File: src/genesis_bus_pkg.sv
// Shared widths, clock divider constants, bus structs and FSM enums; import into each RTL module
package genesis_bus_pkg;

	// --------------------------------------------------
	// Widths and constants
	// --------------------------------------------------
	localparam int MAIN_ADDR_W = 24;
	localparam int MAIN_DATA_W = 16;
	localparam int Z80_ADDR_W  = 16;
	// Word address, mirrored across E00000-FFFFFF
	localparam int WRAM_ADDR_W = 15;
	// Byte address, mirrored twice in 0000-3FFF
	localparam int ZRAM_ADDR_W = 13;
	localparam int BANK_W      = 9;
	localparam int M68K_CE_DIV = 7;
	localparam int Z80_CE_DIV  = 15;

	// --------------------------------------------------
	// Request and response structs
	// --------------------------------------------------
	// Address bit 0 is ignored, lanes select the bytes
	typedef struct packed {
		logic                   valid;
		logic                   write;
		logic                   ube;
		logic                   lbe;
		logic [MAIN_ADDR_W-1:0] addr;
		logic [MAIN_DATA_W-1:0] wdata;
	} mbus_req_t;

	typedef struct packed {
		logic                   valid;
		logic [MAIN_DATA_W-1:0] rdata;
	} mbus_rsp_t;

	typedef struct packed {
		logic                  valid;
		logic                  write;
		logic [Z80_ADDR_W-1:0] addr;
		logic [7:0]            wdata;
	} z80_req_t;

	typedef struct packed {
		logic       valid;
		logic [7:0] rdata;
	} z80_rsp_t;

	// Main side into Z80 bus, byte wide
	typedef struct packed {
		logic                  valid;
		logic                  write;
		logic [Z80_ADDR_W-2:0] addr;
		logic [7:0]            wdata;
	} zbus_req_t;

	typedef struct packed {
		logic       valid;
		logic [7:0] rdata;
	} zbus_rsp_t;

	typedef struct packed {
		logic m68k;
		logic z80;
	} cpu_ce_t;

	// busreq: main side holds Z80 bus, run: Z80 out of reset
	typedef struct packed {
		logic busreq;
		logic run;
	} z80_ctl_t;

	// --------------------------------------------------
	// FSM encodings
	// --------------------------------------------------
	typedef enum logic [2:0] {MB_IDLE, MB_SELECT, MB_RAM_READ, MB_ZBUS_WAIT, MB_FINISH} mbus_state_e;
	typedef enum logic {SRC_MAIN, SRC_Z80} mbus_src_e;
	typedef enum logic [1:0] {REG_WRAM, REG_ZBUS, REG_CTRL, REG_NONE} mbus_region_e;
	typedef enum logic [1:0] {ZB_IDLE, ZB_READ, ZB_FINISH, ZB_WINDOW} zbus_state_e;

endpackage

File: src/mbus_fsm.sv
// Main-bus FSM: arbitrates 68000 port and Z80 window, decodes regions, holds Z80 control flags
module mbus_fsm import genesis_bus_pkg::*; (
	input  logic                   MCLK,
	input  logic                   reset,
	input  cpu_ce_t                ce,
	input  mbus_req_t              main_req,
	output logic                   main_ready,
	output mbus_rsp_t              main_rsp,
	input  mbus_req_t              win_req,
	output logic                   win_ready,
	output mbus_rsp_t              win_rsp,
	output zbus_req_t              zb_req,
	input  zbus_rsp_t              zb_rsp,
	output z80_ctl_t               z80_ctl,
	output logic [WRAM_ADDR_W-1:0] wram_addr,
	output logic [MAIN_DATA_W-1:0] wram_wdata,
	output logic                   wram_we_u,
	output logic                   wram_we_l,
	input  logic [MAIN_DATA_W-1:0] wram_rdata
);

	mbus_state_e            state;
	mbus_src_e              src;
	mbus_region_e           region;
	mbus_req_t              cur;
	logic [MAIN_DATA_W-1:0] data;
	logic                   main_take;
	logic                   ctl_bit;

	// --------------------------------------------------
	// Arbitration, main wins on its enable cycle
	// --------------------------------------------------
	assign main_ready = (state == MB_IDLE) && ce.m68k;
	assign main_take  = main_ready && main_req.valid;
	assign win_ready  = (state == MB_IDLE) && win_req.valid && !main_take;

	// Response pulse lasts the single FINISH cycle
	assign main_rsp.valid = (state == MB_FINISH) && (src == SRC_MAIN);
	assign main_rsp.rdata = data;
	assign win_rsp.valid  = (state == MB_FINISH) && (src == SRC_Z80);
	assign win_rsp.rdata  = data;

	// Work RAM sees the latched request, writes happen in SELECT
	assign wram_addr  = cur.addr[WRAM_ADDR_W:1];
	assign wram_wdata = cur.wdata;
	assign wram_we_u  = (state == MB_SELECT) && (region == REG_WRAM) && cur.write && cur.ube;
	assign wram_we_l  = (state == MB_SELECT) && (region == REG_WRAM) && cur.write && cur.lbe;

	// A11100 reads inverted busreq, A11200 reads run
	assign ctl_bit = cur.addr[8] ? !z80_ctl.busreq : z80_ctl.run;

	// --------------------------------------------------
	// Region decode
	// --------------------------------------------------
	always_comb begin
		region = REG_NONE;
		if (cur.addr[23:21] == 3'b111)
			region = REG_WRAM;
		else if (cur.addr[23:16] == 8'hA0 && src == SRC_MAIN)
			region = REG_ZBUS;
		else if (cur.addr[23:12] == 12'hA11 && cur.addr[7:1] == 7'd0 &&
				(cur.addr[11:8] == 4'h1 || cur.addr[11:8] == 4'h2))
			region = REG_CTRL;
	end

	always_ff @(posedge MCLK) begin
		if (reset) begin
			state        <= MB_IDLE;
			zb_req.valid <= 1'b0;
			z80_ctl      <= '0;
		end else begin
			case (state)
				MB_IDLE: begin
					if (main_take) begin
						cur   <= main_req;
						src   <= SRC_MAIN;
						state <= MB_SELECT;
					end else if (win_ready) begin
						cur   <= win_req;
						src   <= SRC_Z80;
						state <= MB_SELECT;
					end
				end

				MB_SELECT: begin
					case (region)
						REG_WRAM: state <= MB_RAM_READ;
						REG_ZBUS: begin
							// Upper lane is the even byte
							zb_req.valid <= 1'b1;
							zb_req.write <= cur.write;
							zb_req.addr  <= {cur.addr[14:1], !cur.ube};
							zb_req.wdata <= cur.ube ? cur.wdata[15:8] : cur.wdata[7:0];
							state        <= MB_ZBUS_WAIT;
						end
						REG_CTRL: begin
							data <= {7'd0, ctl_bit, 8'd0};
							if (cur.write && cur.ube) begin
								if (cur.addr[8])
									z80_ctl.busreq <= cur.wdata[8];
								else
									z80_ctl.run <= cur.wdata[8];
							end
							state <= MB_FINISH;
						end
						default: begin
							data  <= '0;
							state <= MB_FINISH;
						end
					endcase
				end

				MB_RAM_READ: begin
					data  <= wram_rdata;
					state <= MB_FINISH;
				end

				// Held until the Z80 bus answers
				MB_ZBUS_WAIT: begin
					if (zb_rsp.valid) begin
						zb_req.valid <= 1'b0;
						data         <= {zb_rsp.rdata, zb_rsp.rdata};
						state        <= MB_FINISH;
					end
				end

				default: state <= MB_IDLE;
			endcase
		end
	end

endmodule

File: config.mk
export PLATFORM = sky130hd
export DESIGN_NAME = mbus_fsm
export DESIGN_NICKNAME = d
export VERILOG_FILES = /design/src/genesis_bus_pkg.sv /design/src/mbus_fsm.sv
export SDC_FILE = /design/constraint.sdc
export NUM_CORES = 1
export LEC_CHECK = 0
export BUFFER_PORTS_ARGS = -buffer_cell sky130_fd_sc_hd__buf_2
export CAP_MARGIN = 20
export CORE_ASPECT_RATIO = 0.7
export CORE_MARGIN = 3
export CORE_UTILIZATION = 41
export DETAILED_ROUTE_END_ITERATION = 7
export PLACE_DENSITY = 0.86
export SYNTH_ARGS = -nofsm -noshare
export SYNTH_HDL_FRONTEND = slang
export SYNTH_SLANG_ARGS = --single-unit
export TNS_END_PERCENT = 50
File: constraint.sdc
create_clock -name MCLK -period 3.4 [get_ports MCLK]
set_clock_uncertainty 0.05 [all_clocks]
set_input_delay 0.51 -clock MCLK [delete_from_list [all_inputs] [get_ports MCLK]]
set_output_delay 0.51 -clock MCLK [all_outputs]
set_load 0.01 [all_outputs]
Yosys cells after proc, flatten, opt, wreduce, memory -nomap -nowiden

Index checks and enable logic that the tools add are counted.

Input port bits: 117
Logic and storage cells: 83
Bits in registers: 90

Bitwise gates (word level): 3
Reductions and logical operators: 32
Eq/ne operators: 15
Mux-type cells: 19

Operators by type and width:

| cell                                                             | count |
|---|---|
| 43-bit 2-to-1 mux                                                | 2 |
| 16-bit one-hot mux with 3 select lines                           | 1 |
| 16-bit one-hot mux with 2 select lines                           | 1 |
| 25-bit 2-to-1 mux                                                | 1 |
| 16-bit 2-to-1 mux                                                | 1 |
| 1-bit logical AND                                                | 14 |
| 12-bit == test (second input constant)                           | 1 |
| 3-bit one-hot mux with 4 select lines                            | 1 |
| 4-bit AND reduction                                              | 3 |
| 3-bit 2-to-1 mux                                                 | 3 |
| 3-bit AND reduction                                              | 3 |
| 8-bit == test (second input constant)                            | 1 |
| 8-bit 2-to-1 mux                                                 | 1 |
| 7-bit zero test                                                  | 1 |
| 3-bit by 2-bit == test with 1-bit output (second input constant) | 2 |
| 3-bit == test (second input constant)                            | 2 |
| 3-bit one-hot mux with 2 select lines                            | 1 |
| 4-bit by 1-bit == test with 1-bit output (second input constant) | 1 |
| 4-bit by 2-bit == test with 1-bit output (second input constant) | 1 |
| 1-bit 2-to-1 mux                                                 | 4 |
| 2-bit 2-to-1 mux                                                 | 2 |
| 2-bit != test (second input constant)                            | 2 |
| 2-bit nonzero test                                               | 2 |
| 3-bit by 1-bit == test with 1-bit output (second input constant) | 1 |
| 13 further kinds                                                 | 17 |

Longest topological paths before layout

Depth in word-level cells: 10
Gate-level depth with buffers: 5

Worst setup path after synthesis

Ideal clock, no wire load.

Path kind: reg-to-reg
From: reg state[2]
To: reg cur[32] (netlist name), enable pin
Arrival time: 2889 ps
Library setup time: 444 ps
Data required time: 2906 ps
Path buffers: 0
Clock period less this slack: 3382 ps
Setup slack: 18 ps
Stages on the path, launching flop included: 5
Path through: dfxtp_1 nor3_1 nand3_2 a21boi_0 nor2_1

Word-level cells in the longest chain between the ends: 7
Elaborated cells between the ends (all ways): 8
Those cells by class: reduce/logical: 8

Ends and longest elaborated chain:

| item                              | RTL line                                       | source |
|---|---|---|
| from (decl)                       | mbus_fsm.sv:22                                 | `mbus_state_e state;` |
| from (signal assigned)            | mbus_fsm.sv:68                                 | `state <= MB_IDLE;` |
| from (signal assigned)            | mbus_fsm.sv:77                                 | `state <= MB_SELECT;` |
| from (signal assigned)            | mbus_fsm.sv:81                                 | `state <= MB_SELECT;` |
| 3-bit zero test (*)               | mbus_fsm.sv:33, mbus_fsm.sv:35, mbus_fsm.sv:72 |  |
| 1-bit logical AND                 | mbus_fsm.sv:33                                 | `assign main_ready = (state == MB_IDLE) && ce.m68k;` |
| 1-bit logical AND                 | mbus_fsm.sv:34                                 | `assign main_take = main_ready && main_req.valid;` |
| 1-bit zero test                   | mbus_fsm.sv:35                                 | `assign win_ready = (state == MB_IDLE) && win_req.valid && !main_take;` |
| 1-bit logical AND                 | mbus_fsm.sv:35                                 |  |
| 2-bit nonzero test (no line)      | n/a                                            |  |
| 3-bit AND reduction (no line) (*) | n/a                                            |  |
| to (signal assigned)              | mbus_fsm.sv:75                                 | `cur <= main_req;` |
| to (signal assigned)              | mbus_fsm.sv:79                                 | `cur <= win_req;` |
| to (decl)                         | mbus_fsm.sv:25                                 | `mbus_req_t cur;` |

Every way passes the cells marked *; elsewhere a longest branch is shown, timed or not.
A chain may end at the register's enable or synchronous reset.

Worst setup path in the final report

From: reg state[0]
To: out win_ready

Word-level cells in the longest chain between the ends: 5
Elaborated cells between the ends (all ways): 6
Those cells by class: reduce/logical: 6

Ends and longest elaborated chain:

| item                  | RTL line                       | source |
|---|---|---|
| 3-bit zero test (*)   | mbus_fsm.sv:33, mbus_fsm.sv:35 |  |
| 1-bit logical AND     | mbus_fsm.sv:33                 |  |
| 1-bit logical AND     | mbus_fsm.sv:34                 |  |
| 1-bit zero test       | mbus_fsm.sv:35                 |  |
| 1-bit logical AND (*) | mbus_fsm.sv:35                 |  |
| to (decl)             | mbus_fsm.sv:10                 | `output logic win_ready,` |

Marked as above.

==> flow_metrics.tcl <==
set metrics [dict create \
    dp_slack_ns 1.01 \
    routed_wl_um 9290 \
    cts.repair.resized 0 \
    insertion_delay_ns 0.33 \
    dpl.hpwl_um 7130 \
    postCtsSetupBuffers 0 \
    yosys_warnings 0 \
    power_density_nw_per_um2 490 \
    drc_errors 0 \
    clock_sinks 89 \
    max_freq_ghz 0.377 \
    ir_drop_v 0.000297 \
    io_pins 213 \
    first_pass_iters 5 \
    gp_congestion 0.777 \
    slowest_stage "nor3_1" \
    rsz0062_at_grt "false" \
    outcome "completed" \
    crit_required_ns 2.84 \
    critPathMaxFanout 30 \
    cp-start-kind "register" \
    synthFlopType "edfxtp_1" \
    hold_end "zb_req[23]$_DFFE_PP_" \
    syn_nets 405 \
    cts_buffers 9 \
    slew_headroom_pct 49.2 \
    grt_pass1_wl_um 14600 \
    cts.path.max_buffers 2 \
    fin_util_pct 56.3 \
    dr_total_vias 2777 \
    ys_ff_latch 89 \
    path_class "reg -> out" \
    grt_max_degree 44 \
    placement.io_buffers 209 \
    die_width_um 126 \
    postCtsHoldBufs 0 \
    slowest_delay_ns 0.41 \
    total_power_w 0.00260 \
    netlist_area_um2 4130 \
    min_from "cur[42]$_DFFE_PP_" \
    grt_pass1_vias 2803 \
    max-cap-violations 0 \
    wire_per_inst_um 15.9 \
    antenna_found_initial 0 \
    cts_max_level 3 \
    holdCritPathClass "reg -> reg" \
    setup_viol 0 \
    fin_ws_ns 0.750 \
    synth_cells 288 \
    final-max-slew-violation-count 0 \
    path_clk_slew_ns 0.06 \
    reg2regPathDepth 6 \
    root_buffer "clkbuf_16" \
    final_antenna_net_count 0 \
    yosysSeqAreaShare_pct 63.3 \
    drtIter0Drc 146 \
    async_flop_share_pct 0 \
    num_rows 29 \
    period_needed_ns 2.65 \
    grt_usage_pct 16.1 \
    viasPerCell 4.76 \
    start_util_pct 43.8 \
    cp_cell_sequence "buf_4, nor3_1, nand3_2, and3_1, buf_2" \
    synthToLayoutAreaGrowth_pct 28.6 \
    grt-ovfl-total 0 \
    reg2reg_to "wram_addr[8]$_DFFE_PP_" \
    dieHeight_um 90.0 \
    cts_tree "done" \
    die_area_um2 11300 \
    core-area_um2 9430 \
    worst_pin_slew_ns 0.763 \
    worst_ep_arrival_time_ns 2.09 \
    fin_setup_tns_ns 0 \
    reg2reg_from "state[0]$_SDFFE_PP0P_" \
    rrSetupSlack_ns 0.98 \
    finalHoldViolCount 0 \
    final_nets 572 \
    leakage_nw 2.23 \
    synth_cell_type_count 38 \
    syn_area_per_cell_um2 14.3 \
    crit_path_end_kind "primary output" \
    post-route-period-util_pct 77.9 \
    hold_path_depth 0 \
    synth-edff-count 83 \
    drive_above_1_share_pct 62.3 \
]
==> synth_stat cells, types with 2 or more instances <==
cell      count  area, um^2
a21oi_1      15        75.1
and3_1        6        37.5
buf_2         4        20.0
buf_4        47         353
clkbuf_1      6        22.5
dfxtp_1       6         120
edfxtp_1     83        2490
mux2_2       50         563
mux2i_1       4        40.0
nand2_1      10        37.5
nand2b_1     18         113
nand3b_1      2        15.0
nor2_1        6        22.5
nor3_1        2        10.0
nor4_1        4        25.0
nor4b_1       2        17.5
o21ai_0       2        10.0
==> sequential cells by signal (all words and copies together) (netlist names) <==
name and count:
zb_req 25, data 16, wram_wdata 16, wram_addr 15, cur 11, state 3
z80_ctl 2, src 1
==> logic make-up after synthesis <==
logic type / share of synthesized area (%)
flip-flops: 63.3
AND/OR/NAND/NOR: 9.24
buffers and inverters: 9.75
multiplexers: 14.6
AO/OA/AOI/OAI: 2.94
XOR/XNOR: 0.212
==> layout make-up <==
class                      count  area, um^2
antenna                        1        2.50
clock inverter                 6        90.1
timing repair buffer         214        1100
tap                          124         155
multi-input combinational    140        1120
clock buffer                   9         225
inverter                       1        3.75
sequential                    89        2610
fill                         774        4120
==> critical path: cells and delay by family (launching register included) <==
kind | cells | cell delay (ns)
buffers and inverters | 2 | 0.34
flip-flops | 1 | 0.29
AND/OR/NAND/NOR | 3 | 1.13
==> layer usage <==
metal / global-route usage (%) / up-vias / wire length (um)
li1: - / 1352 / -
met1: 20.0 / 1300 / 3780
met2: 28.1 / 115 / 4810
met3: 3.55 / 10 / 602
met4: 4.82 / 0 / 97
met5: 0 / - / 0
==> per-stage QoR <==
stage	hold WS [ns]	area (um^2)	instances
after floorplan	0.368	4130	288
after global placement	0.394	4990	568
after detailed placement	0.416	4990	568
after CTS	0.413	5310	583
after global routing	0.416	5310	583
final	0.426	5310	584
==> layout by cell type, fill, tap and decap left out, types with 2 or more instances in the layout <==
cell type    n
a21oi_1     15
and3_1       6
buf_2      209
buf_4        4
bufinv_16    2
clkbuf_16    9
dfxtp_1      6
edfxtp_1    83
inv_6        2
mux2_2      50
mux2i_1      4
nand2_1     10
nand2b_1    18
nand3b_1     2
nor2_1       4
nor3_1       2
nor4_1       4
nor4b_1      2
o21ai_0      2
==> where the power goes <==
group	leakage, nW	switching, W	total [W]	internal [W]
combinational	1.26	0.000134	0.000283	0.000149
sequential	0.814	0.0000298	0.00129	0.00126
clock	0.152	0.000386	0.00103	0.000643
total	2.23	0.000549	0.00260	0.00205
==> worst max path at each step <==
stage / start / cells past startpoint / end / slack [ns]
floorplan: state[2]$_SDFFE_PP0P_ / 4 / cur[32]$_DFFE_PP_ / 0.02
global placement: state[0]$_SDFFE_PP0P_ / 6 / wram_wdata[5]$_DFFE_PP_ / 1.10
detailed placement: state[0]$_SDFFE_PP0P_ / 6 / wram_wdata[2]$_DFFE_PP_ / 1.01
CTS: state[0]$_SDFFE_PP0P_ / 5 / win_ready / 0.74
global route: state[0]$_SDFFE_PP0P_ / 5 / win_ready / 0.59
finish: state[0]$_SDFFE_PP0P_ / 5 / win_ready / 0.75
Note: power is estimated with default switching activity, not from simulation.
