File: src/genesis_bus_pkg.sv
// Shared widths, clock divider constants, bus structs and FSM enums; import into each RTL module
package genesis_bus_pkg;

	// --------------------------------------------------
	// Widths and constants
	// --------------------------------------------------
	localparam int MAIN_ADDR_W = 24;
	localparam int MAIN_DATA_W = 16;
	localparam int Z80_ADDR_W  = 16;
	// Word address, mirrored across E00000-FFFFFF
	localparam int WRAM_ADDR_W = 15;
	// Byte address, mirrored twice in 0000-3FFF
	localparam int ZRAM_ADDR_W = 13;
	localparam int BANK_W      = 9;
	localparam int M68K_CE_DIV = 7;
	localparam int Z80_CE_DIV  = 15;

	// --------------------------------------------------
	// Request and response structs
	// --------------------------------------------------
	// Address bit 0 is ignored, lanes select the bytes
	typedef struct packed {
		logic                   valid;
		logic                   write;
		logic                   ube;
		logic                   lbe;
		logic [MAIN_ADDR_W-1:0] addr;
		logic [MAIN_DATA_W-1:0] wdata;
	} mbus_req_t;

	typedef struct packed {
		logic                   valid;
		logic [MAIN_DATA_W-1:0] rdata;
	} mbus_rsp_t;

	typedef struct packed {
		logic                  valid;
		logic                  write;
		logic [Z80_ADDR_W-1:0] addr;
		logic [7:0]            wdata;
	} z80_req_t;

	typedef struct packed {
		logic       valid;
		logic [7:0] rdata;
	} z80_rsp_t;

	// Main side into Z80 bus, byte wide
	typedef struct packed {
		logic                  valid;
		logic                  write;
		logic [Z80_ADDR_W-2:0] addr;
		logic [7:0]            wdata;
	} zbus_req_t;

	typedef struct packed {
		logic       valid;
		logic [7:0] rdata;
	} zbus_rsp_t;

	typedef struct packed {
		logic m68k;
		logic z80;
	} cpu_ce_t;

	// busreq: main side holds Z80 bus, run: Z80 out of reset
	typedef struct packed {
		logic busreq;
		logic run;
	} z80_ctl_t;

	// --------------------------------------------------
	// FSM encodings
	// --------------------------------------------------
	typedef enum logic [2:0] {MB_IDLE, MB_SELECT, MB_RAM_READ, MB_ZBUS_WAIT, MB_FINISH} mbus_state_e;
	typedef enum logic {SRC_MAIN, SRC_Z80} mbus_src_e;
	typedef enum logic [1:0] {REG_WRAM, REG_ZBUS, REG_CTRL, REG_NONE} mbus_region_e;
	typedef enum logic [1:0] {ZB_IDLE, ZB_READ, ZB_FINISH, ZB_WINDOW} zbus_state_e;

endpackage

File: src/clk_enable_gen.sv
// Clock-enable pulses for the 68000 and Z80 domains, one MCLK cycle wide each
module clk_enable_gen import genesis_bus_pkg::*; (
	input  logic    MCLK,
	input  logic    reset,
	output cpu_ce_t ce
);

	logic [$clog2(M68K_CE_DIV)-1:0] m68k_cnt;
	logic [$clog2(Z80_CE_DIV)-1:0]  z80_cnt;

	// Pulse registered on the terminal count
	always_ff @(posedge MCLK) begin
		if (reset) begin
			m68k_cnt <= '0;
			z80_cnt  <= '0;
			ce       <= '0;
		end else begin
			ce.m68k <= (m68k_cnt == M68K_CE_DIV - 1);
			ce.z80  <= (z80_cnt == Z80_CE_DIV - 1);

			if (m68k_cnt == M68K_CE_DIV - 1)
				m68k_cnt <= '0;
			else
				m68k_cnt <= m68k_cnt + 1'b1;

			if (z80_cnt == Z80_CE_DIV - 1)
				z80_cnt <= '0;
			else
				z80_cnt <= z80_cnt + 1'b1;
		end
	end

endmodule

File: config.mk
export PLATFORM = sky130hd
export DESIGN_NAME = clk_enable_gen
export DESIGN_NICKNAME = d
export VERILOG_FILES = /design/src/genesis_bus_pkg.sv /design/src/clk_enable_gen.sv
export SDC_FILE = /design/constraint.sdc
export NUM_CORES = 1
export LEC_CHECK = 0
export BUFFER_PORTS_ARGS = -buffer_cell sky130_fd_sc_hd__buf_2
export CELL_PAD_IN_SITES_DETAIL_PLACEMENT = 2
export CELL_PAD_IN_SITES_GLOBAL_PLACEMENT = 2
export CORE_AREA = 2 2 39 41
export DETAILED_ROUTE_END_ITERATION = 8
export DIE_AREA = 0 0 41 43
export GPL_ROUTABILITY_DRIVEN = 0
export HOLD_SLACK_MARGIN = 0.06
export PLACE_DENSITY_LB_ADDON = 0.1
export REMOVE_ABC_BUFFERS = 1
export SYNTH_ARGS = -nofsm -noshare
export SYNTH_HDL_FRONTEND = slang
export SYNTH_SLANG_ARGS = --single-unit
File: constraint.sdc
create_clock -name MCLK -period 1.85 [get_ports MCLK]
set_clock_uncertainty 0.15 [all_clocks]
set_input_delay 0.2775 -clock MCLK [delete_from_list [all_inputs] [get_ports MCLK]]
set_output_delay 0.2775 -clock MCLK [all_outputs]
set_load 0.005 [all_outputs]
Yosys cells after proc, flatten, opt, wreduce, memory -nomap -nowiden
Cells that the tools add are included.
- input port bits: 2
- logic and storage cells: 10
- bits in registers: 9
- output and inout bits: 2
- add/subtract/negate cells: 2
- eq/ne operators: 2
- reduce and logical (&&, ||, !) cells: 2
- operators by type and width (operator ; count):
    $add A4 B1 Y4 const B ; 1
    $eq A4 B4 Y1 const B ; 1
    $reduce_or A2 Y1 ; 2
    $add A3 B1 Y3 const B ; 1
    $eq A3 B3 Y1 const B ; 1

Longest topological paths before layout
Gate-level depths: netlist of run 1.
- depth in word-level cells: 2
- depth in mapped cells: 5
- mapped depth without buffers: 5

Worst setup path after synthesis of run 1
OpenSTA, ideal clock, no wires.
- path kind: register to register
- start point: reg z80_cnt[0]
- end point: reg z80_cnt[2]
- clock period less this slack: 1.222 ns
- data arrival time: 1.006 ns
- required time: 1.634 ns
- cell stages (with the launch flop): 5
- slack: 0.628 ns
- setup time: 0.066 ns
- path buffers: 0
- cell sequence: dfxtp_1 > inv_1 > ha_1 > a211o_1 > a21oi_2
- cells in the longest elaborated chain, start to end: 2
- elaborated cells on any way between the ends: 3
- classes of those cells: add/sub (1); eq/ne (1); reduce/logical (1)
- RTL lines (what ; line ; RTL):
    from (decl) ; clk_enable_gen.sv:9 ; logic [$clog2(Z80_CE_DIV)-1:0] z80_cnt;
    from (signal assigned) ; clk_enable_gen.sv:29 ; z80_cnt <= z80_cnt + 1'b1;
    branches (longest 2 deep; another with $add A4 B1 Y4) ; -- ;
Parallel ways; which one is timed is not known.
A chain may end at the register's enable or synchronous reset.

Worst setup path after layout of run 1
Same ends and word-level chain as after synthesis.

==> results of run 1 <==
## kinds of logic (layout without fill, tap and decap cells)
group,Yosys count,count (layout)
buf+inv,4,11
simple gates,13,13
flops,9,9
compound gates,6,6
fa+ha+maj,4,4
## cell type report
| cell class | count | share of cell area (%) |
|---|---|---|
| Timing Repair Buffer | 3 | 3.636 |
| Tap cell | 16 | 4.848 |
| Sequential cell | 9 | 43.64 |
| Clock buffer | 4 | 6.364 |
| Multi-Input combinational cell | 23 | 37.88 |
| Inverter | 4 | 3.636 |
## cells in the mapped netlist (2+ instances only)
cell type | count | area share [%]
ha_1 | 4 | 14
a21oi_1 | 3 | 4.3
dfxtp_1 | 9 | 51
nor2_1 | 4 | 4.3
inv_1 | 3 | 3.2
nand2_1 | 2 | 2.1
nor3_1 | 2 | 2.8
## per-stage QoR
step	setup slack, ps	hold slack (ps)
after global routing	456.3	108.6
after floorplan	628.4	189.9
after global placement	587.1	276.2
after CTS	517.4	106.1
after detailed placement	533.2	295.2
final	521.1	104.6
## critical path, stage by stage (launching register included)
cell and delay [ps]:
dfxtp_1 410, inv_1 70, ha_1 220, a211o_1 310, a21oi_2 110
## state kept, by name, summed over array words and instances (netlist names)
name / flops
m68k_cnt: 3
z80_cnt: 4
ce: 2
## metal layers
metal | GRT usage [%] | wire, um | vias up
li1 | - | - | 133
met3 | 4.712 | 34 | 5
met4 | 18.00 | 57 | 0
met2 | 17.81 | 371 | 6
met1 | 12.62 | 321 | 121
met5 | 0 | 0 | -
## path summary, 6_finish.rpt
path	start	depth (start not counted)	end	slack, ps
worst min register to register	m68k_cnt[0]	1	m68k_cnt[0]	310
worst min-delay path	reset	2	z80_cnt[2]	100
worst max-delay path	z80_cnt[0]	4	z80_cnt[2]	520
worst max register to register	z80_cnt[0]	4	z80_cnt[2]	520
## report_power, final
part           internal (mW)  switching, mW
Clock                 0.0837         0.0782
Sequential             0.205         0.0102
Combinational         0.0140         0.0173
Total                  0.303          0.106
==> results.sh, run 1 <==
export IMPL_routed_wirelength_um=784
export IMPL_worst_ir_drop_vdd_uv=284.5
export IMPL_antennaDiodeCount=0
export IMPL_sequential_cell_area_sq_um=180.2
export IMPL_wl_per_cell_um=13.29
export IMPL_post_synth_xor_area_fraction_pct=0
export IMPL_row_count=14
export IMPL_cts_htree_levels=1
export IMPL_cp_arrival_ps=1390
export IMPL_final_nets=50
export IMPL_synth_top_flop_cell="dfxtp_1"
export IMPL_leakage_nw=0.1807
export IMPL_post_cts_setup_buffers=0
export IMPL_gr_usage_all_layers_pct=13.28
export IMPL_die_h_um=43
export IMPL_numPortBuffers=3
export IMPL_iteration_0_drc_markers=1
export IMPL_ys_seq_elements=9
export IMPL_synth_simple_area_share_pct=19.57
export IMPL_cts_tree="built"
export IMPL_detail_route_first_pass_iterations=2
export IMPL_mapped_area_sq_um=351.6
export IMPL_area_delta_synth_final_pct=17.44
export IMPL_floorplan_io_pins=4
export IMPL_final_common_cell="dfxtp_1"
export IMPL_drc_errors=0
export IMPL_routed_via_density=4.492
export IMPL_period_minus_slack_ps=1329
export IMPL_setup_worst_path_class="reg -> reg"
export IMPL_crit_path_max_fanout=5
export IMPL_fmaxAchievable_mhz=752.5
export IMPL_core_area_sq_um=1384
export IMPL_cts_sinks=9
export IMPL_multiInputGateArea_sq_um=156.4
export IMPL_antenna_violating_nets_post_route=0
export IMPL_final_cell_area_sq_um=412.9
export IMPL_power_density_cell_area_nw_per_um2=989.0
export IMPL_run_status="finished clean"
export IMPL_cts_hold_buf=0
export IMPL_postSynthAreaPerCell_sq_um=9.766
export IMPL_synth_top_family_by_area="simple AND/OR/NAND/NOR gates"
export IMPL_cts_buffers_inserted=3
export IMPL_post_dp_cell_area_sq_um=386.6
export IMPL_synth_seq_area_share_pct=51.25
export IMPL_synth_mux_area_share_pct=0
export IMPL_path_clk_slew_ps=60
export IMPL_setup_repair_after_global_routing_missed_its_margin="false"
export IMPL_grt_first_pass_wirelength_mm=1.352
export IMPL_worstSkewPairLatency_ps=270
export IMPL_postSynth_asyncResetShare_pct=0
export IMPL_grt_max_degree=9
export IMPL_yosysUniqueCellTypes=16
export IMPL_ctsLongestPathBuffers=2
export IMPL_timing_final_crit_share_pct=71.83
export IMPL_synth_warning_count=0
export IMPL_vias=265
export IMPL_post_place_cells=55
export IMPL_slew_limit_headroom_pct=85.04
export IMPL_post_layout_total_power_mw=0.4084
export IMPL_post_cts_resized_instances=0
export IMPL_critPathCaptureType="flip-flop"
export IMPL_grt_pass1_vias=296
export IMPL_start_kind="flip-flop"
export IMPL_critical_path_required_ps=1910
export IMPL_min_path_type="in -> reg"
export IMPL_number_of_enable_flip_flop_cells_after_synthesis=0
export IMPL_max_capacitance_violation_count=0
export IMPL_most_frequent_cells_in_the_layout="9 x dfxtp_1, 4 x nor2_1, 4 x ha_1"
export IMPL_yosys_area_share_adder_pct=14.23
export IMPL_timing_worst_slew_pin_value_ps=223.9
export IMPL_fin_cells=59
export IMPL_synth_compound_area_share_pct=10.68
export IMPL_grt_antenna_before_repair=0
export IMPL_clk_root_buffer_cell="clkbuf_4"
export IMPL_grt_overflow_total=0
export IMPL_initial_core_util_pct=25.41
export IMPL_finish_stage_setup_viols=0
export IMPL_syn_inst=36
export IMPL_final_hold_viol_count=0
export IMPL_total_die_area_sq_um=1763
export IMPL_total_count_of_max_transition_violations_in_the_final_report=0
export IMPL_hpwl_um=540.7
export IMPL_postLayoutCoreUtil_pct=29.84
export IMPL_die_width_um=41
export IMPL_fill_cells=161
export IMPL_timing_setup_tns_ps=0
export IMPL_fraction_of_layout_instances_using_a_drive_strength_above_1_pct=20.93
No activity file was read; power rests on OpenSTA's default activity.
==> run 2: changes to the inputs <==
==> constraint.sdc (replaced) <==
create_clock -name MCLK -period 1.3 [get_ports MCLK]
set_clock_uncertainty 0.15 [all_clocks]
set_input_delay 0.195 -clock MCLK [delete_from_list [all_inputs] [get_ports MCLK]]
set_output_delay 0.195 -clock MCLK [all_outputs]
set_load 0.005 [all_outputs]
==> results.sh, run 2 (synthesis gave the netlist of run 1 again) <==
export IMPL_run_status="finished clean"
export IMPL_critPathCaptureType="flip-flop"
export IMPL_regMostFlops="z80_cnt"
export IMPL_worst_ir_drop_vdd_uv=434.4
export IMPL_antenna_violating_nets_post_route=0
export IMPL_slew_limit_headroom_pct=88.08
export IMPL_power_density_cell_area_nw_per_um2=1319
export IMPL_grt_pass1_vias=304
export IMPL_cts_buffers_inserted=3
export IMPL_routed_via_density=4.600
export IMPL_fmaxAchievable_mhz=800.4
export IMPL_worstSkewPairLatency_ps=260
export IMPL_row_count=14
export IMPL_area_delta_synth_final_pct=24.56
export IMPL_ctsLongestPathBuffers=2
export IMPL_hp_start="m68k_cnt[0]"
export IMPL_min_path_type="reg -> reg"
export IMPL_timing_worst_slew_pin_value_ps=178.6
export IMPL_timing_hold_worst_endpoint="m68k_cnt[0]"
export IMPL_multiInputGateArea_sq_um=167.7
export IMPL_grt_max_degree=9
export IMPL_start_kind="flip-flop"
export IMPL_r2r_worst_path_cells=4
export IMPL_min_path_cells=1
export IMPL_drc_errors=0
export IMPL_leakage_nw=0.1881
export IMPL_routed_wirelength_um=757
export IMPL_cp_arrival_ps=1310
export IMPL_cts_htree_levels=1
export IMPL_cpPeakStageDelay_ps=370
export IMPL_final_hold_viol_count=0
export IMPL_startpoint="z80_cnt[0]"
export IMPL_timing_final_crit_share_pct=96.10
export IMPL_r2r_start="z80_cnt[0]"
export IMPL_die_width_um=41
export IMPL_largest_registers="z80_cnt (4), m68k_cnt (3), ce (2)"
export IMPL_fin_cells=60
export IMPL_largest_register_ff_count=4
export IMPL_rrSetupSlack_ps=50
export IMPL_core_area_sq_um=1384
export IMPL_max_capacitance_violation_count=0
export IMPL_post_place_cells=55
export IMPL_cts_tree="built"
export IMPL_cts_sinks=9
export IMPL_postLayoutCoreUtil_pct=31.65
export IMPL_floorplan_io_pins=4
export IMPL_cp_num_buf_inv=1
export IMPL_timing_hold_ws_ps=293.5
export IMPL_hpwl_um=565.7
export IMPL_fill_cells=158
export IMPL_clk_root_buffer_cell="clkbuf_4"
export IMPL_total_die_area_sq_um=1763
export IMPL_path_clk_slew_ps=60
export IMPL_vias=276
export IMPL_initial_core_util_pct=25.41
export IMPL_post_cts_setup_buffers=0
export IMPL_crit_path_top_delay_cell="dfxtp_4"
export IMPL_finish_stage_setup_viols=0
export IMPL_antennaDiodeCount=0
export IMPL_sequential_cell_area_sq_um=183.9
export IMPL_total_count_of_max_transition_violations_in_the_final_report=0
export IMPL_critical_path_required_ps=1360
export IMPL_grt_overflow_total=0
export IMPL_crit_chain="inv_1 -> ha_2 -> a211o_1 -> a21oi_2"
export IMPL_setup_worst_path_class="reg -> reg"
export IMPL_fraction_of_layout_instances_using_a_drive_strength_above_1_pct=29.55
export IMPL_detail_route_first_pass_iterations=2
export IMPL_numPortBuffers=3
export IMPL_die_h_um=43
export IMPL_grt_first_pass_wirelength_mm=1.304
export IMPL_cpLargestDelayFamily="compound AO/OA/AOI/OAI gates"
export IMPL_crit_reg2reg_capture="z80_cnt[2]"
export IMPL_period_minus_slack_ps=1249
export IMPL_final_common_cell="dfxtp_1"
export IMPL_gr_usage_all_layers_pct=12.60
export IMPL_post_layout_total_power_mw=0.5775
export IMPL_final_nets=51
export IMPL_wl_per_cell_um=12.62
export IMPL_crit_path_max_fanout=5
export IMPL_most_frequent_cells_in_the_layout="8 x dfxtp_1, 4 x nor2_1"
export IMPL_iteration_0_drc_markers=1
export IMPL_grt_antenna_before_repair=0
==> run 2: cell types whose count changed in the layout (fill, tap and decap cells not counted), sizes merged <==
cell         delta
dlygate4sd3     +1
==> run 2: worst max path at each step <==
stage                            end  slack (ps)  cells past startpoint
after floorplan           z80_cnt[2]          80                      4
after global placement         ce[0]          30                      4
after global routing      z80_cnt[0]       -0.01                      4
final                     z80_cnt[2]          50                      4
after detailed placement  z80_cnt[2]         -20                      4
after CTS                 z80_cnt[3]           9                      5
==> run 2: metrics by stage <==
| step | worst slack (ps) | TNS (ps) | area (sq um) |
|---|---|---|---|
| after floorplan | 78.40 | 0 | 351.6 |
| after global placement | 25.56 | 0 | 386.6 |
| after detailed placement | -22.18 | -50.04 | 386.6 |
| after CTS | 8.922 | 0 | 424.2 |
| after global routing | -0.01477 | -0.01477 | 437.9 |
| final | 50.67 | 0 | 437.9 |
==> run 2: layout make-up <==
| cell class | instances | area share, % |
|---|---|---|
| Sequential cell | 9 | 42.00 |
| Clock buffer | 4 | 6.000 |
| Multi-Input combinational cell | 23 | 38.29 |
| Tap cell | 16 | 4.571 |
| Timing Repair Buffer | 4 | 5.714 |
| Inverter | 4 | 3.429 |
==> run 2: timing repair <==
action | in CTS | in global routing
endpoints found under the hold margin | 5 | 0
hold buffers | 1 | 0
gates resized for setup | 1 | 5
pin swaps | 0 | 1
endpoints found under the setup margin | 4 | 5
==> run 2: per-layer routing <==
layer | track usage, % | part of all wire (%) | vias up | wire length (um)
met4 | 14.00 | 6.1 | 0 | 46
li1 | - | - | 136 | -
met2 | 17.81 | 52 | 6 | 392
met1 | 11.40 | 37 | 129 | 279
met5 | 0 | 0 | - | 0
met3 | 6.283 | 5.2 | 5 | 39
==> run 2: power by group <==
group | total [mW] | leakage (nW) | internal, mW | switching [mW]
Clock | 0.220 | 0.0150 | 0.119 | 0.102
Sequential | 0.306 | 0.0743 | 0.292 | 0.0149
Combinational | 0.0508 | 0.0988 | 0.0244 | 0.0264
Total | 0.577 | 0.188 | 0.434 | 0.143
